--- src/core_macros.svh ---
// core macros
// shared widths, stage-register bus positions and the reset fetch address
// for the five-stage integer pipeline

`ifndef CORE_MACROS_SVH
`define CORE_MACROS_SVH

// datapath and register index widths
`define CORE_XLEN 32
`define CORE_REG_W 5

// ----------------------------------------------------------------------
// stage register control buses
// ----------------------------------------------------------------------
`define CORE_ENB_W 4
`define CORE_KILL_W 2

// enable bus, one bit per stage register
`define REG_IF_DEC 0
`define REG_DEC_EXE 1
`define REG_EXE_MEM 2
`define REG_MEM_WB 3

// kill bus, only the two front registers can be squashed
`define KILL_IF_DEC 0
`define KILL_DEC_EXE 1

// first fetch after reset
`define CORE_RESET_PC 32'h0000_0000

`endif
--- src/core_pkg.sv ---
// core package
// hazard command, ALU operation and forwarding select encodings, plus the
// payload structs carried by the pipeline stage registers

`default_nettype none

`include "core_macros.svh"

package core_pkg;

// what a stage holds, as seen by the hazard controller
typedef enum logic [1:0] {
	hzrd_none = 2'd0,
	hzrd_jump = 2'd1,
	hzrd_brnch = 2'd2,
	hzrd_load = 2'd3
} hzrd_cmd_t;

typedef enum logic [1:0] {
	alu_add = 2'd0,
	alu_sub = 2'd1,
	alu_pass_b = 2'd2,
	alu_cmp = 2'd3
} alu_op_t;

// source of one execute operand
typedef enum logic [1:0] {
	fwd_regfile = 2'd0,
	fwd_mem = 2'd1,
	fwd_wb = 2'd2
} fwd_sel_t;

// ----------------------------------------------------------------------
// stage payloads
// ----------------------------------------------------------------------
typedef struct packed {
	logic [`CORE_XLEN-1:0] pc;
	logic [`CORE_XLEN-1:0] rs1_val;
	logic [`CORE_XLEN-1:0] rs2_val;
	logic [`CORE_XLEN-1:0] imm;
	logic [`CORE_REG_W-1:0] rs1;
	logic [`CORE_REG_W-1:0] rs2;
	logic [`CORE_REG_W-1:0] rd;
	logic we;
	alu_op_t alu_op;
	logic use_imm;
	logic mem_re;
	logic mem_we;
	hzrd_cmd_t cmd;
	logic brnch_ne;
	logic valid;
} dec_exe_t;

typedef struct packed {
	logic [`CORE_XLEN-1:0] result;
	logic [`CORE_XLEN-1:0] store;
	logic [`CORE_REG_W-1:0] rs2;
	logic [`CORE_REG_W-1:0] rd;
	logic we;
	logic mem_re;
	logic mem_we;
	hzrd_cmd_t cmd;
	logic valid;
} exe_mem_t;

typedef struct packed {
	logic [`CORE_XLEN-1:0] wdata;
	logic [`CORE_REG_W-1:0] rd;
	logic we;
	logic valid;
} mem_wb_t;

endpackage

`default_nettype wire

--- src/core_top.sv ---
// core top
// five-stage in-order pipeline: pc and IF/DEC register, decode with the
// register file, execute with forwarding muxes and ALU, memory stage on the
// data port, and the retire port driven from the MEM/WB register

`timescale 1ns/1ns
`default_nettype none

`include "core_macros.svh"

module core_top (
	input wire clk,
	input wire rst_n,
	output logic [`CORE_XLEN-1:0] imem_addr,
	input wire [`CORE_XLEN-1:0] imem_data,
	input wire imem_valid,
	output logic [`CORE_XLEN-1:0] dmem_addr,
	output logic [`CORE_XLEN-1:0] dmem_wdata,
	output logic dmem_we,
	output logic dmem_re,
	input wire [`CORE_XLEN-1:0] dmem_rdata,
	input wire dmem_ready,
	output logic wb_valid,
	output logic wb_we,
	output logic [`CORE_REG_W-1:0] wb_rd,
	output logic [`CORE_XLEN-1:0] wb_data
);

logic [`CORE_ENB_W-1:0] enb_bus;
logic [`CORE_KILL_W-1:0] kill_bus;
logic redirect;
core_pkg::fwd_sel_t fwd_src1;
core_pkg::fwd_sel_t fwd_src2;
logic fwd_store;
logic stall_wb;

logic [`CORE_XLEN-1:0] pc;
logic [`CORE_XLEN-1:0] if_dec_pc;
logic [`CORE_XLEN-1:0] if_dec_instr;
logic if_dec_vld;

logic [`CORE_REG_W-1:0] dec_rs1;
logic [`CORE_REG_W-1:0] dec_rs2;
logic [`CORE_REG_W-1:0] dec_rd;
logic [`CORE_XLEN-1:0] dec_imm;
core_pkg::alu_op_t dec_alu_op;
logic dec_use_imm;
logic dec_we;
logic dec_mem_re;
logic dec_mem_we;
logic dec_brnch_ne;
logic dec_uses_rs1;
logic dec_uses_rs2;
core_pkg::hzrd_cmd_t dec_cmd;
logic [`CORE_XLEN-1:0] rf_rdata1;
logic [`CORE_XLEN-1:0] rf_rdata2;

core_pkg::dec_exe_t de_d;
core_pkg::dec_exe_t de_q;
core_pkg::exe_mem_t em_d;
core_pkg::exe_mem_t em_q;
core_pkg::mem_wb_t mw_d;
core_pkg::mem_wb_t mw_q;

logic [`CORE_XLEN-1:0] src1;
logic [`CORE_XLEN-1:0] src2;
logic [`CORE_XLEN-1:0] alu_b;
logic [`CORE_XLEN-1:0] alu_result;
logic [`CORE_XLEN-1:0] target;
logic brnch_tknn;
core_pkg::hzrd_cmd_t exe_cmd;

// ----------------------------------------------------------------------
// fetch
// ----------------------------------------------------------------------
always_ff @(posedge clk) begin
	if (!rst_n) begin
		pc <= `CORE_RESET_PC;
	end
	else if (redirect) begin
		pc <= target;
	end
	else if (enb_bus[`REG_IF_DEC]) begin
		pc <= pc + `CORE_XLEN'd4;
	end
end

assign imem_addr = pc;

// IF/DEC: pc and instruction word, plus its own valid
always_ff @(posedge clk) begin
	if (!rst_n) begin
		if_dec_vld <= 1'b0;
	end
	else if (kill_bus[`KILL_IF_DEC]) begin
		if_dec_vld <= 1'b0;
	end
	else if (enb_bus[`REG_IF_DEC]) begin
		if_dec_vld <= 1'b1;
	end
end

always_ff @(posedge clk) begin
	if (enb_bus[`REG_IF_DEC]) begin
		{if_dec_pc, if_dec_instr} <= {pc, imem_data};
	end
end

// ----------------------------------------------------------------------
// decode
// ----------------------------------------------------------------------
core_decoder u_decoder (
	.instr(if_dec_instr),
	.rs1(dec_rs1),
	.rs2(dec_rs2),
	.rd(dec_rd),
	.imm(dec_imm),
	.alu_op(dec_alu_op),
	.use_imm(dec_use_imm),
	.we_reg(dec_we),
	.mem_re(dec_mem_re),
	.mem_we(dec_mem_we),
	.brnch_ne(dec_brnch_ne),
	.uses_rs1(dec_uses_rs1),
	.uses_rs2(dec_uses_rs2),
	.cmd(dec_cmd)
);

core_reg_file u_reg_file (
	.clk(clk),
	.we(mw_q.valid & mw_q.we),
	.waddr(mw_q.rd),
	.wdata(mw_q.wdata),
	.raddr1(dec_rs1),
	.raddr2(dec_rs2),
	.rdata1(rf_rdata1),
	.rdata2(rf_rdata2)
);

always_comb begin
	de_d.pc = if_dec_pc;
	de_d.rs1_val = rf_rdata1;
	de_d.rs2_val = rf_rdata2;
	de_d.imm = dec_imm;
	de_d.rs1 = dec_rs1;
	de_d.rs2 = dec_rs2;
	de_d.rd = dec_rd;
	de_d.we = dec_we;
	de_d.alu_op = dec_alu_op;
	de_d.use_imm = dec_use_imm;
	de_d.mem_re = dec_mem_re;
	de_d.mem_we = dec_mem_we;
	de_d.cmd = dec_cmd;
	de_d.brnch_ne = dec_brnch_ne;
	de_d.valid = if_dec_vld;
end

core_stage_reg #(.payload_t(core_pkg::dec_exe_t)) u_dec_exe (
	.clk(clk),
	.rst_n(rst_n),
	.enb(enb_bus[`REG_DEC_EXE]),
	.kill(kill_bus[`KILL_DEC_EXE]),
	.d(de_d),
	.q(de_q)
);

// ----------------------------------------------------------------------
// execute
// ----------------------------------------------------------------------
function automatic logic [`CORE_XLEN-1:0] fwd_pick(
	input core_pkg::fwd_sel_t sel,
	input logic [`CORE_XLEN-1:0] reg_val,
	input logic [`CORE_XLEN-1:0] mem_val,
	input logic [`CORE_XLEN-1:0] wb_val
);
	case (sel)
		core_pkg::fwd_mem: fwd_pick = mem_val;
		core_pkg::fwd_wb: fwd_pick = wb_val;
		default: fwd_pick = reg_val;
	endcase
endfunction

assign src1 = fwd_pick(fwd_src1, de_q.rs1_val, em_q.result, mw_q.wdata);
assign src2 = fwd_pick(fwd_src2, de_q.rs2_val, em_q.result, mw_q.wdata);

// jal links pc+4 through the ALU pass path
always_comb begin
	if (de_q.cmd == core_pkg::hzrd_jump) begin
		alu_b = de_q.pc + `CORE_XLEN'd4;
	end
	else if (de_q.use_imm) begin
		alu_b = de_q.imm;
	end
	else begin
		alu_b = src2;
	end
end

assign target = de_q.pc + de_q.imm;
assign exe_cmd = de_q.valid ? de_q.cmd : core_pkg::hzrd_none;

core_alu u_alu (
	.op(de_q.alu_op),
	.a(src1),
	.b(alu_b),
	.brnch_ne(de_q.brnch_ne),
	.result(alu_result),
	.brnch_tknn(brnch_tknn)
);

always_comb begin
	em_d.result = alu_result;
	em_d.store = src2;
	em_d.rs2 = de_q.rs2;
	em_d.rd = de_q.rd;
	em_d.we = de_q.we;
	em_d.mem_re = de_q.mem_re;
	em_d.mem_we = de_q.mem_we;
	em_d.cmd = de_q.cmd;
	em_d.valid = de_q.valid;
end

core_stage_reg #(.payload_t(core_pkg::exe_mem_t)) u_exe_mem (
	.clk(clk),
	.rst_n(rst_n),
	.enb(enb_bus[`REG_EXE_MEM]),
	.kill(1'b0),
	.d(em_d),
	.q(em_q)
);

// ----------------------------------------------------------------------
// memory and writeback
// ----------------------------------------------------------------------
assign dmem_addr = em_q.result;
assign dmem_wdata = fwd_store ? mw_q.wdata : em_q.store;
assign dmem_we = em_q.valid & em_q.mem_we;
assign dmem_re = em_q.valid & em_q.mem_re;
assign stall_wb = (dmem_we | dmem_re) & ~dmem_ready;

always_comb begin
	mw_d.wdata = (em_q.cmd == core_pkg::hzrd_load) ? dmem_rdata : em_q.result;
	mw_d.rd = em_q.rd;
	mw_d.we = em_q.we;
	mw_d.valid = em_q.valid;
end

core_stage_reg #(.payload_t(core_pkg::mem_wb_t)) u_mem_wb (
	.clk(clk),
	.rst_n(rst_n),
	.enb(enb_bus[`REG_MEM_WB]),
	.kill(1'b0),
	.d(mw_d),
	.q(mw_q)
);

// retire on the cycle the slot moves on, so a frozen slot counts once
assign wb_valid = mw_q.valid & enb_bus[`REG_MEM_WB];
assign wb_we = mw_q.valid & mw_q.we;
assign wb_rd = mw_q.rd;
assign wb_data = mw_q.wdata;

core_hazard_ctrl u_hazard_ctrl (
	.rst_n(rst_n),
	.dec_rs1(dec_rs1),
	.dec_rs2(dec_rs2),
	.dec_uses_rs1(dec_uses_rs1 & if_dec_vld),
	.dec_uses_rs2(dec_uses_rs2 & if_dec_vld),
	.exe_rs1(de_q.rs1),
	.exe_rs2(de_q.rs2),
	.exe_rd(de_q.rd),
	.exe_we(de_q.valid & de_q.we),
	.exe_cmd(exe_cmd),
	.mem_rs2(em_q.rs2),
	.mem_rd(em_q.rd),
	.mem_we(em_q.valid & em_q.we),
	.wb_rd(mw_q.rd),
	.wb_we(mw_q.valid & mw_q.we),
	.brnch_tknn(brnch_tknn),
	.stall_dec(~imem_valid),
	.stall_wb(stall_wb),
	.enb_bus(enb_bus),
	.kill_bus(kill_bus),
	.redirect(redirect),
	.fwd_src1(fwd_src1),
	.fwd_src2(fwd_src2),
	.fwd_store(fwd_store)
);

endmodule

`default_nettype wire

--- src/core_hazard_ctrl.sv ---
// core hazard controller
// per-stage register enables and kills, forwarding selects for execute and
// for store data in mem, and the fetch redirect select. write enables come
// in already qualified by the stage valid bits

`timescale 1ns/1ns
`default_nettype none

`include "core_macros.svh"

module core_hazard_ctrl (
	input wire rst_n,
	// decode stage
	input wire [`CORE_REG_W-1:0] dec_rs1,
	input wire [`CORE_REG_W-1:0] dec_rs2,
	input wire dec_uses_rs1,
	input wire dec_uses_rs2,
	// execute stage
	input wire [`CORE_REG_W-1:0] exe_rs1,
	input wire [`CORE_REG_W-1:0] exe_rs2,
	input wire [`CORE_REG_W-1:0] exe_rd,
	input wire exe_we,
	input wire core_pkg::hzrd_cmd_t exe_cmd,
	// memory stage
	input wire [`CORE_REG_W-1:0] mem_rs2,
	input wire [`CORE_REG_W-1:0] mem_rd,
	input wire mem_we,
	// writeback stage
	input wire [`CORE_REG_W-1:0] wb_rd,
	input wire wb_we,
	input wire brnch_tknn,
	input wire stall_dec,
	input wire stall_wb,
	output logic [`CORE_ENB_W-1:0] enb_bus,
	output logic [`CORE_KILL_W-1:0] kill_bus,
	output logic redirect,
	output core_pkg::fwd_sel_t fwd_src1,
	output core_pkg::fwd_sel_t fwd_src2,
	output logic fwd_store
);

logic load_use;
logic taken;

// ----------------------------------------------------------------------
// forwarding
// ----------------------------------------------------------------------

// mem beats wb, each source on its own
function automatic core_pkg::fwd_sel_t pick_src(input logic [`CORE_REG_W-1:0] rs);
	if (rs != '0 && mem_we && mem_rd == rs) begin
		pick_src = core_pkg::fwd_mem;
	end
	else if (rs != '0 && wb_we && wb_rd == rs) begin
		pick_src = core_pkg::fwd_wb;
	end
	else begin
		pick_src = core_pkg::fwd_regfile;
	end
endfunction

always_comb begin
	fwd_src1 = core_pkg::fwd_regfile;
	fwd_src2 = core_pkg::fwd_regfile;
	fwd_store = 1'b0;
	if (rst_n) begin
		fwd_src1 = pick_src(exe_rs1);
		fwd_src2 = pick_src(exe_rs2);
		// covers a store right behind the load of its data
		fwd_store = (mem_rs2 != '0) && wb_we && (wb_rd == mem_rs2);
	end
end

// ----------------------------------------------------------------------
// stalls, bubbles and redirect
// ----------------------------------------------------------------------
assign load_use = (exe_cmd == core_pkg::hzrd_load) && exe_we && (exe_rd != '0) &&
	((dec_uses_rs1 && dec_rs1 == exe_rd) || (dec_uses_rs2 && dec_rs2 == exe_rd));

assign taken = (exe_cmd == core_pkg::hzrd_jump) ||
	((exe_cmd == core_pkg::hzrd_brnch) && brnch_tknn);

always_comb begin
	enb_bus = '1;
	kill_bus = '0;
	redirect = 1'b0;
	if (!rst_n) begin
		kill_bus = '1;
	end
	else begin
		// jal or taken branch, squash both younger slots
		if (taken) begin
			redirect = 1'b1;
			kill_bus[`KILL_IF_DEC] = 1'b1;
			kill_bus[`KILL_DEC_EXE] = 1'b1;
		end
		// hold decode, bubble into execute
		if (load_use || stall_dec) begin
			enb_bus[`REG_IF_DEC] = 1'b0;
			kill_bus[`KILL_DEC_EXE] = 1'b1;
		end
		// data port not ready, freeze the whole pipe
		if (stall_wb) begin
			enb_bus = '0;
			kill_bus = '0;
			redirect = 1'b0;
		end
	end
end

endmodule

`default_nettype wire

--- src/core_decoder.sv ---
// core decoder
// splits an RV32I word of the supported subset into register indices, the
// immediate, datapath controls and the command for the hazard controller.
// anything outside the subset decodes as a no-op

`timescale 1ns/1ns
`default_nettype none

`include "core_macros.svh"

module core_decoder (
	input wire [`CORE_XLEN-1:0] instr,
	output logic [`CORE_REG_W-1:0] rs1,
	output logic [`CORE_REG_W-1:0] rs2,
	output logic [`CORE_REG_W-1:0] rd,
	output logic [`CORE_XLEN-1:0] imm,
	output core_pkg::alu_op_t alu_op,
	output logic use_imm,
	output logic we_reg,
	output logic mem_re,
	output logic mem_we,
	output logic brnch_ne,
	output logic uses_rs1,
	output logic uses_rs2,
	output core_pkg::hzrd_cmd_t cmd
);

localparam logic [6:0] op_reg = 7'b0110011;
localparam logic [6:0] op_imm = 7'b0010011;
localparam logic [6:0] op_load = 7'b0000011;
localparam logic [6:0] op_store = 7'b0100011;
localparam logic [6:0] op_branch = 7'b1100011;
localparam logic [6:0] op_jal = 7'b1101111;

logic [6:0] opcode;
logic [2:0] funct3;
logic [6:0] funct7;

assign opcode = instr[6:0];
assign funct3 = instr[14:12];
assign funct7 = instr[31:25];
assign rs1 = instr[19:15];
assign rs2 = instr[24:20];
assign rd = instr[11:7];
assign brnch_ne = funct3[0];

always_comb begin
	alu_op = core_pkg::alu_add;
	cmd = core_pkg::hzrd_none;
	use_imm = 1'b0;
	we_reg = 1'b0;
	mem_re = 1'b0;
	mem_we = 1'b0;
	uses_rs1 = 1'b0;
	uses_rs2 = 1'b0;
	// I-type by default
	imm = {{20{instr[31]}}, instr[31:20]};
	case (opcode)
		op_reg: begin
			if (funct3 == 3'b000 && (funct7 == 7'b0000000 || funct7 == 7'b0100000)) begin
				alu_op = funct7[5] ? core_pkg::alu_sub : core_pkg::alu_add;
				we_reg = 1'b1;
				uses_rs1 = 1'b1;
				uses_rs2 = 1'b1;
			end
		end
		op_imm: begin
			if (funct3 == 3'b000) begin
				use_imm = 1'b1;
				we_reg = 1'b1;
				uses_rs1 = 1'b1;
			end
		end
		op_load: begin
			if (funct3 == 3'b010) begin
				use_imm = 1'b1;
				we_reg = 1'b1;
				mem_re = 1'b1;
				uses_rs1 = 1'b1;
				cmd = core_pkg::hzrd_load;
			end
		end
		// store data is patched in the mem stage, so rs2 is not a decode source
		op_store: begin
			if (funct3 == 3'b010) begin
				use_imm = 1'b1;
				mem_we = 1'b1;
				uses_rs1 = 1'b1;
				imm = {{20{instr[31]}}, instr[31:25], instr[11:7]};
			end
		end
		op_branch: begin
			if (funct3[2:1] == 2'b00) begin
				alu_op = core_pkg::alu_cmp;
				uses_rs1 = 1'b1;
				uses_rs2 = 1'b1;
				cmd = core_pkg::hzrd_brnch;
				imm = {{19{instr[31]}}, instr[31], instr[7], instr[30:25], instr[11:8], 1'b0};
			end
		end
		op_jal: begin
			alu_op = core_pkg::alu_pass_b;
			we_reg = 1'b1;
			cmd = core_pkg::hzrd_jump;
			imm = {{11{instr[31]}}, instr[31], instr[19:12], instr[20], instr[30:21], 1'b0};
		end
		default: begin
		end
	endcase
end

endmodule

`default_nettype wire

--- src/core_alu.sv ---
// core ALU
// add, subtract and pass of the second operand, plus the equality compare
// that resolves beq and bne in execute

`timescale 1ns/1ns
`default_nettype none

`include "core_macros.svh"

module core_alu (
	input wire core_pkg::alu_op_t op,
	input wire [`CORE_XLEN-1:0] a,
	input wire [`CORE_XLEN-1:0] b,
	input wire brnch_ne,
	output logic [`CORE_XLEN-1:0] result,
	output logic brnch_tknn
);

logic [`CORE_XLEN-1:0] diff;

// one subtractor serves sub and the compare
assign diff = a - b;

always_comb begin
	case (op)
		core_pkg::alu_add: result = a + b;
		core_pkg::alu_sub: result = diff;
		core_pkg::alu_pass_b: result = b;
		default: result = diff;
	endcase
end

// taken when equality matches the branch sense
assign brnch_tknn = (op == core_pkg::alu_cmp) && ((diff == '0) != brnch_ne);

endmodule

`default_nettype wire

--- src/core_reg_file.sv ---
// core register file
// 31 writable 32-bit registers, x0 reads as zero. a read of the register
// being written returns the new value

`timescale 1ns/1ns
`default_nettype none

`include "core_macros.svh"

module core_reg_file (
	input wire clk,
	input wire we,
	input wire [`CORE_REG_W-1:0] waddr,
	input wire [`CORE_XLEN-1:0] wdata,
	input wire [`CORE_REG_W-1:0] raddr1,
	input wire [`CORE_REG_W-1:0] raddr2,
	output logic [`CORE_XLEN-1:0] rdata1,
	output logic [`CORE_XLEN-1:0] rdata2
);

logic [`CORE_XLEN-1:0] regs [1:(1 << `CORE_REG_W)-1];

always_ff @(posedge clk) begin
	if (we && waddr != '0) begin
		regs[waddr] <= wdata;
	end
end

// write-through so writeback to decode needs no bypass
function automatic logic [`CORE_XLEN-1:0] rd_port(input logic [`CORE_REG_W-1:0] addr);
	if (addr == '0) begin
		rd_port = '0;
	end
	else if (we && waddr == addr) begin
		rd_port = wdata;
	end
	else begin
		rd_port = regs[addr];
	end
endfunction

always_comb begin
	rdata1 = rd_port(raddr1);
	rdata2 = rd_port(raddr2);
end

endmodule

`default_nettype wire

--- src/core_stage_reg.sv ---
// core stage register
// one pipeline register between two stages. holds on enable low, turns the
// slot into a bubble on kill or reset by clearing the valid field

`timescale 1ns/1ns
`default_nettype none

module core_stage_reg #(
	parameter type payload_t = core_pkg::mem_wb_t
) (
	input wire clk,
	input wire rst_n,
	input wire enb,
	input wire kill,
	input wire payload_t d,
	output payload_t q
);

// kill wins over enable, the rest of the payload is left as it was
always_ff @(posedge clk) begin
	if (!rst_n) begin
		q.valid <= 1'b0;
	end
	else if (kill) begin
		q.valid <= 1'b0;
	end
	else if (enb) begin
		q <= d;
	end
end

endmodule

`default_nettype wire

--- config.mk ---
export PLATFORM = sky130hd
export DESIGN_NAME = core_top
export DESIGN_NICKNAME = d
export VERILOG_FILES = /design/src/core_pkg.sv /design/src/core_top.sv /design/src/core_hazard_ctrl.sv /design/src/core_decoder.sv /design/src/core_alu.sv /design/src/core_reg_file.sv /design/src/core_stage_reg.sv
export VERILOG_INCLUDE_DIRS = /design/src
export SDC_FILE = /design/constraint.sdc
export NUM_CORES = 2
export LEC_CHECK = 0
export BUFFER_PORTS_ARGS = -buffer_cell sky130_fd_sc_hd__buf_2
export CAP_MARGIN = 5
export CELL_PAD_IN_SITES_DETAIL_PLACEMENT = 1
export CELL_PAD_IN_SITES_GLOBAL_PLACEMENT = 2
export CORE_MARGIN = 4
export CORE_UTILIZATION = 50
export CTS_CLUSTER_SIZE = 30
export DETAILED_ROUTE_END_ITERATION = 8
export PLACE_DENSITY = 0.93
export SYNTH_ARGS = -nofsm -noshare
export SYNTH_HDL_FRONTEND = slang
export SYNTH_HIERARCHICAL = 1
export SYNTH_SLANG_ARGS = --single-unit
--- constraint.sdc ---
create_clock -name clk -period 21.6 [get_ports clk]
set_input_delay 2.16 -clock clk [delete_from_list [all_inputs] [get_ports clk]]
set_output_delay 2.16 -clock clk [all_outputs]
set_load 0.1 [all_outputs]
Word level (Yosys, flattened, before mapping)
Memory sizes are Yosys's and may differ from the RTL's. A register that Yosys moved wholly into a read port is not among the register bits.
Cells that the tools add are included.
Word-level totals
  input port bits: 68
  RAM bits: 992
  flip-flop bits (word level): 294
  word-level logic and storage cells: 166
  memories: 1
  output and inout port bits: 137
Operators by class
  reductions and logical operators: 42
  add/sub/neg operators: 5
  equality and inequality tests: 27
  bitwise gates (word level): 14
  mux-type cells: 47
Memory list
  u_reg_file.regs: words 31, width 32, rd ports 2, clocked after memory_dff 2, write ports 1, RTL line core_reg_file.sv:21  | logic [`CORE_XLEN-1:0] regs [1:(1 << `CORE_REG_W)-1];
Operators by type and width (count)
  $mux W32: 6
  $pmux W32 S2: 3
  $add A32 B3 Y32 const B: 2
  $add A32 B32 Y32: 2
  $pmux W20 S3: 1
  $eq A5 B5 Y1: 7
  $logic_not A32 Y1: 1
  $sub A32 B32 Y32: 1
  $mux W2: 14
  $reduce_bool A5 Y1: 5
  $eq A7 B6 Y1 const B: 3
  $logic_and A1 B1 Y1: 19
  $eq A2 B2 Y1 const B: 7
  $eq A7 B7 Y1 const B: 2
  $mux W1: 13
  $mux W12: 1
  $pmux W2 S3: 2
  $logic_not A5 Y1: 2
  $and A1 B1 Y1: 9
  $eq A2 B1 Y1 const B: 4
  $mux W4: 2
  $pmux W1 S4: 2
  $eq A7 B2 Y1 const B: 1
  $eq A7 B5 Y1 const B: 1
  other kinds (14): 25

Longest topological paths before layout
  depth after elaboration: 22
  gate-level depth with buffers: 36
  mapped depth without buffers: 31

Cells and area by module
Netlist, hierarchy kept.
Modules (own cells, without submodules)
  core_reg_file: cells an instance 2759, area each 47200.3 um2, times used 1, sequential area each 29788.6 um2
  core_top: cells an instance 1013, area each 8544.4 um2, times used 1, sequential area each 2582.5 um2
  core_stage_reg (u_dec_exe): cells an instance 156, area each 4616.9 um2, times used 1, sequential area each 4584.4 um2
  core_alu: cells an instance 662, area each 4245.3 um2, times used 1, sequential area each 0.0 um2
  core_stage_reg (u_exe_mem): cells an instance 83, area each 2424.8 um2, times used 1, sequential area each 2392.3 um2
  core_stage_reg (u_mem_wb): cells an instance 42, area each 1193.6 um2, times used 1, sequential area each 1161.1 um2
  core_decoder: cells an instance 92, area each 640.6 um2, times used 1, sequential area each 0.0 um2
  core_hazard_ctrl: cells an instance 80, area each 569.3 um2, times used 1, sequential area each 0.0 um2

Least setup slack after synthesis
OpenSTA, ideal clock, no wires.
  kind: input -> register
  start: input rst_n
  end: register u_dec_exe/q[100] (netlist name)
  data required time: 21.155 ns
  slack: 11.621 ns
  stages on the path: 29
  data arrival time: 9.534 ns
  buffers on the path: 2
  path through: nand2_1 a221oi_1 and4bb_2 ha_1 clkbuf_1 a22oi_1 o21ai_0 mux2_2 nand2_1 o21ai_0 inv_1 ha_1 buf_6 nor2b_4 o2111ai_1 nand3b_2 a2111oi_2 o31ai_1 a21boi_0 xnor2_1 nand4_1 or4_1 or4_1 mux2i_1 nand3b_1 a21oi_1 nand2b_1 a311o_1 and3b_2
On the way
  cells in the longest elaborated chain, start to end: 17
Ends and longest elaborated chain
  from (decl): RTL line core_top.sv:13  | input wire rst_n,
  $mux W2 *: RTL line core_hazard_ctrl.sv:66  | if (rst_n) begin
  via fwd_src2[1]: RTL line core_top.sv:33  | core_pkg::fwd_sel_t fwd_src2;
  $eq A2 B2 Y1 or $eq A2 B1 Y1 (tied branches): RTL line core_top.sv:176  | case (sel)
  $pmux W32 S2 *: RTL line core_top.sv:176
  via src2[2]: RTL line core_top.sv:66  | logic [`CORE_XLEN-1:0] src2;
  $mux W32 *: RTL line core_top.sv:191  | else if (de_q.use_imm) begin
  $mux W32 *: RTL line core_top.sv:188  | if (de_q.cmd == core_pkg::hzrd_jump) begin
  via alu_b[2]: RTL line core_top.sv:67  | logic [`CORE_XLEN-1:0] alu_b;
  [4 not listed]
  via brnch_tknn: RTL line core_top.sv:70  | logic brnch_tknn;
  [1 not listed]
  $logic_or A1 B1 Y1 *: RTL line core_hazard_ctrl.sv:80  | assign taken = (exe_cmd == core_pkg::hzrd_jump) ||
  $mux W2 *: RTL line core_hazard_ctrl.sv:92  | if (taken) begin
  $mux W1 *: RTL line core_hazard_ctrl.sv:98  | if (load_use || stall_dec) begin
  $mux W2 *: RTL line core_hazard_ctrl.sv:103  | if (stall_wb) begin
  $mux W2 *: RTL line core_hazard_ctrl.sv:87  | if (!rst_n) begin
  via kill_bus[1]: RTL line core_top.sv:30  | logic [`CORE_KILL_W-1:0] kill_bus;
  $not A1 Y1 (no line) *
  $reduce_and A3 Y1 (no line) *
The timed path passes the listed nets; every way through them passes the cells marked *.
A chain may end at the register's enable or synchronous reset.

Final worst setup path
  start: input rst_n
  end: register u_dec_exe/q[69] (netlist name)
On the way
  cells in the longest elaborated chain, start to end: 17
Ends and longest elaborated chain (RTL line)
  $mux W2 *: core_hazard_ctrl.sv:66
  via fwd_src2[1]: core_top.sv:33
  $eq A2 B2 Y1 or $eq A2 B1 Y1 (tied branches): core_top.sv:176
  $pmux W32 S2 *: core_top.sv:176
  via src2[0]: core_top.sv:66
  $mux W32 *: core_top.sv:191
  $mux W32 *: core_top.sv:188
  via alu_b[0]: core_top.sv:67
  [4 not listed]
  via brnch_tknn: core_top.sv:70
  [1 not listed]
  $logic_or A1 B1 Y1 *: core_hazard_ctrl.sv:80
  $mux W2 *: core_hazard_ctrl.sv:92
  $mux W1 *: core_hazard_ctrl.sv:98
  $mux W2 *: core_hazard_ctrl.sv:103
  $mux W2 *: core_hazard_ctrl.sv:87
  via kill_bus[1]: core_top.sv:30
  $not A1 Y1 (no line) *
  $reduce_and A3 Y1 (no line) *
Marks and branches as above.

==> results by stage <==
Clocking:
- The cell at the root of the clock tree is sky130_fd_sc_hd__clkbuf_16.
- Once the clock tree was built, the resizer swapped 0 gates to a different size.
- The number of buffers added by the clock tree synthesis step is between 100 and 150.
- Clock-pin slew was measured on the worst setup and hold paths at approximately 0.06 ns.
- The quantity of hold-fixing buffers added after cts is 0.
- The number of H-tree branching levels is 4.
- TritonCTS built the clock tree.
- After clock tree synthesis, the setup repair step added 0 buffers.
- The maximum buffer depth of the clock tree is 3.
- For this design, the sink count on the clock tree is 1,361.
- The clock network latency to the later pin of the worst-skew pair is ~0.8 ns.

Logic synthesis:
- A synthesized cell averages 14.2 µm².
- The share of the synthesized area in compound gates (AO/OA/AOI/OAI) is 0.110.
- Of the total synthesized cell area, the portion taken by XOR and XNOR cells is 0.0207.
- The share of Yosys cell area claimed by the top area cell type is 0.573.
- The share of the Yosys chip area taken by registers is 0.583.
- The number of enable flip-flop cells after synthesis is roughly 1,300.
- By area the synthesized netlist is led by sky130_fd_sc_hd__edfxtp_1, sky130_fd_sc_hd__mux4_2, sky130_fd_sc_hd__mux2i_1, sky130_fd_sc_hd__mux2_2, sky130_fd_sc_hd__nand2_1.
- The number of register bits inferred by synthesis is 1,361.
- The post-synthesis instance area is 69,400 µm².
- The post-synthesis instance total is 4,887.
- The share of async-settable or async-resettable flops after synthesis is 0.
- The area fraction in and, or, nand and nor cells after synthesis is 0.0623.
- Of the post-synthesis cell area, the part taken by muxes is 0.171.
- The combinational family with the most area after synthesis is multiplexers.
- Yosys printed 6 warnings.
- Of the total synthesized cell area, the portion taken by full adders, half adders and majority gates is 0.0187.
- The most frequently used flop master after synthesis is sky130_fd_sc_hd__edfxtp_1.
- The largest total area in the synthesized netlist belongs to sky130_fd_sc_hd__edfxtp_1.
- The netlist uses roughly 110 different library cells.

Floorplanning:
- For this configuration, the core starts out at a cell density of 0.504.
- The die covers around 140,000 µm².
- The floorplan core area is 138,000 µm².
- The vertical die dimension is 381 µm.
- The die boundary width is 381 µm.
- 205 I/O pins were placed.
- In this run the core area contains 136 standard-cell rows.

Final layout:
- In the final design database the tool counted 5,173 nets.
- After the flow finishes, the layout carries non-filler instances totaling ~6,900.
- The share of post-route cells with drive strength above 1 is 0.223.
- The fill cell instance count of the final layout is 13,069.
- The area growth from synthesis to layout is 10.9%.
- The area taken by flip-flops and latches is 40,500 µm².
- The multi-input combinational cells in the finished layout cover a total of 27,000 µm².

Power and ir drop:
- Summed over all nets, the switching power comes to 1.65 mW.
- The fraction of power consumed by combinational cells is 0.120.
- The analysis attributes to cell leakage a power of around 26 nW.
- The worst ir drop on vdd is ~0.000088 V.
- The portion of total power attributed to sequential cells is 0.473.
- Of the total power, the share spent switching nets is 0.264.
- The internal power component is 4.61 mW.
- Of the total power, the clock network draws 0.407.
- The cell area power density is between 80 and 90 nW/µm².

Placed design:
- Detailed placement ended at an HPWL of around 170,000 µm.
- The number of placed instances, taps included, is about 6,700.
- Port buffering added 204 buffers.
- The last weighted congestion value of the routability-driven placer is 0.946.

STA:
- The minimum period implied by the final worst setup slack is 11.67 ns.
- The transition at the pin with the smallest max-transition slack is 1.50 ns.
- The final hold violation count is 0.
- The ratio of final minimum period to clock period is 0.540.
- The maximum frequency from static timing analysis is 0.0857 GHz.
- Setup violations remaining at the end of the flow were counted as 0.
- The final setup TNS is 0 ns.
- The headroom to the max-slew limit is -0.0137.
- The clock skew is between 0.04 and 0.05 ns.
- Setup repair after global routing left no endpoint under its margin.
- The number of pins with negative max-slew slack in the final report is 2.

Drt:
- In this run, the number of DRC markers left after iteration 0 of detailed routing was ~7,500.
- The average wire per cell in the routed design is 38.3 µm.
- The final routed wirelength across all metal layers is 266,000 µm.
- Once detail routing completed, the nets flagged for antenna violations numbered 0.
- The post-detailed-route via-to-cell ratio is 7.29.
- After detailed routing, the number of remaining DRC violations is 0.
- The number of iterations in the first detailed-routing pass is 5.
- Summing over every cut layer, the via total after detailed routing is 50,550.

GRT:
- The total overflow left after global routing is 0.
- In the global route stage, overall resource usage came out at 0.359.
- The initial antenna violation count came to 27.
- The maximum number of pins on one net before global-route repair is 137.
- The first global-routing pass estimated 378,000 µm of wire.
- The number of global-route vias before repair is 51,737.

Hold path:
- The worst min-delay path category is flip-flop to flip-flop.

Setup path:
- The critical path's largest stage delay is 0.82 ns.
- The maximum fanout along the worst path is 68.
- Data on the critical path arrives at its endpoint at 12.08 ns.
- The endpoint type of the worst setup path is a flip-flop.
- The required time at the endpoint of the critical path is 22.01 ns.
- The startpoint class of the critical path is an input pin.
- The largest individual stage delay along the critical path comes from the cell sky130_fd_sc_hd__buf_4.
- The critical path class is input pin to flip-flop.

Run status:
- The checks that failed: capacitance limit, slew limit.
- The run finished, with violations left.

Job:
- The count of maximum capacitance violations is 1.
-- sequential cells by signal (all words and copies together) (netlist names) --
signal	count
u_reg_file/regs	992
u_dec_exe/q	153
u_exe_mem/q	80
u_mem_wb/q	39
if_dec_instr	32
if_dec_pc	32
imem_addr	32
if_dec_vld	1
-- stage by stage --
| stage | total power, mW | hold WS (ns) | setup WS [ns] | utilization | cell area, µm² |
|---|---|---|---|---|---|
| after CTS | 6.26 | 0.419 | 10.13 | 0.559 | 77000 |
| after detailed placement | 3.74 | 0.406 | 9.32 | 0.525 | 72200 |
| after global routing | 6.43 | 0.424 | 9.59 | 0.559 | 77000 |
| after global placement | 3.72 | 0.401 | 9.72 | 0.525 | 72200 |
| final | 6.27 | 0.419 | 9.93 | 0.560 | 77000 |
| after floorplan | 3.49 | 0.400 | 11.62 | - | 69400 |
-- cells in the final DEF (no fill, tap or decap), types with 100 or more instances in the layout --
master,count
sky130_fd_sc_hd__edfxtp_1,1325
sky130_fd_sc_hd__nand2_1,373
sky130_fd_sc_hd__mux4_2,303
sky130_fd_sc_hd__mux2i_1,289
sky130_fd_sc_hd__buf_2,204
sky130_fd_sc_hd__o21ai_0,194
sky130_fd_sc_hd__a21oi_1,188
sky130_fd_sc_hd__mux2_2,173
sky130_fd_sc_hd__nor2_1,157
sky130_fd_sc_hd__clkbuf_16,147
sky130_fd_sc_hd__buf_4,137
sky130_fd_sc_hd__xnor2_1,103
sky130_fd_sc_hd__a22oi_1,100
-- layout make-up --
| type | count | share of cell area |
|---|---|---|
| inverter | 90 | 0.00439 |
| clock inverter | 89 | 0.0120 |
| clock buffer | 174 | 0.0497 |
| antenna | 20 | 0.000650 |
| multi-input combinational | 3059 | 0.350 |
| timing repair buffer | 347 | 0.0282 |
| tap | 1794 | 0.0291 |
| sequential | 1361 | 0.526 |
-- per-layer routing --
layer,vias to the layer above,part of all wire,GRT usage
met1,25564,0.34,0.442
met2,4118,0.47,0.570
met3,1067,0.11,0.0912
li1,19793,-,-
met4,8,0.076,0.226
met5,-,0.00018,0
-- path summary, 6_finish.rpt --
path	from	to	slack, ns	depth (start not counted)
max	rst_n	u_dec_exe/q[69]	9.93	29
min	if_dec_pc[30]	u_dec_exe/q[151]	0.42	0
min reg2reg	if_dec_pc[30]	u_dec_exe/q[151]	0.42	0
max reg2reg	u_dec_exe/q[16]	u_dec_exe/q[69]	10.27	29
-- synthesized netlist by cell type (13+ instances only) --
cell and count:
sky130_fd_sc_hd__o21ai_0 194, sky130_fd_sc_hd__nor3_1 49, sky130_fd_sc_hd__nor2_1 193, sky130_fd_sc_hd__and2_1 24, sky130_fd_sc_hd__nand3_1 64, sky130_fd_sc_hd__buf_6 21, sky130_fd_sc_hd__o2111ai_1 39, sky130_fd_sc_hd__nor2b_1 40
sky130_fd_sc_hd__mux2_2 173, sky130_fd_sc_hd__a221oi_1 17, sky130_fd_sc_hd__buf_4 56, sky130_fd_sc_hd__a32oi_1 19, sky130_fd_sc_hd__nand4_1 32, sky130_fd_sc_hd__clkbuf_1 175, sky130_fd_sc_hd__a22o_1 21, sky130_fd_sc_hd__a2111oi_0 13
sky130_fd_sc_hd__a211oi_1 81, sky130_fd_sc_hd__a311oi_1 20, sky130_fd_sc_hd__a22oi_1 100, sky130_fd_sc_hd__a21oi_1 188, sky130_fd_sc_hd__a32o_1 33, sky130_fd_sc_hd__dfxtp_1 36, sky130_fd_sc_hd__a21o_1 27, sky130_fd_sc_hd__buf_1 22
sky130_fd_sc_hd__nand2_1 373, sky130_fd_sc_hd__xnor2_1 103, sky130_fd_sc_hd__a31oi_1 33, sky130_fd_sc_hd__o22ai_1 91, sky130_fd_sc_hd__ha_1 99, sky130_fd_sc_hd__nor4_1 14, sky130_fd_sc_hd__o21bai_1 23, sky130_fd_sc_hd__xor2_1 61
sky130_fd_sc_hd__o41ai_1 27, sky130_fd_sc_hd__mux4_2 303, sky130_fd_sc_hd__mux2i_1 289, sky130_fd_sc_hd__o211ai_1 30, sky130_fd_sc_hd__a2111o_1 31, sky130_fd_sc_hd__a2bb2oi_1 19, sky130_fd_sc_hd__edfxtp_1 1325, sky130_fd_sc_hd__nand2b_1 21
sky130_fd_sc_hd__buf_2 102, sky130_fd_sc_hd__and3_1 19, sky130_fd_sc_hd__inv_1 85
-- cell families (layout without fill, tap and decap cells) --
group	Yosys count	after routing
other	1	24
and+or+nand+nor	910	910
buffers and inverters	470	700
DFF	1361	1361
AOI/OAI and AO/OA	1098	1098
xor gates and xnor gates	164	164
adders and majority gates	102	102
muxes	781	781
-- power by group through the flow --
stage | sequential [mW] | combinational [mW] | clock, mW
4_1_cts | 2.97 | 0.729 | 2.56
5_1_grt | 2.97 | 0.774 | 2.69
2_1_floorplan | 3.07 | 0.424 | 0
6_report | 2.97 | 0.750 | 2.55
3_3_place_gp | 3.02 | 0.700 | 0
3_5_place_dp | 3.02 | 0.718 | 0
-- worst max-delay path, delay by kind of cell --
family	cells	cell delay, ns
buffers and inverters	3	1.70
AOI/OAI and AO/OA	10	3.23
xor gates and xnor gates	1	0.20
and+or+nand+nor	10	3.05
muxes	2	0.38
adders and majority gates	3	1.20
No activity file was read; power rests on OpenSTA's default activity.
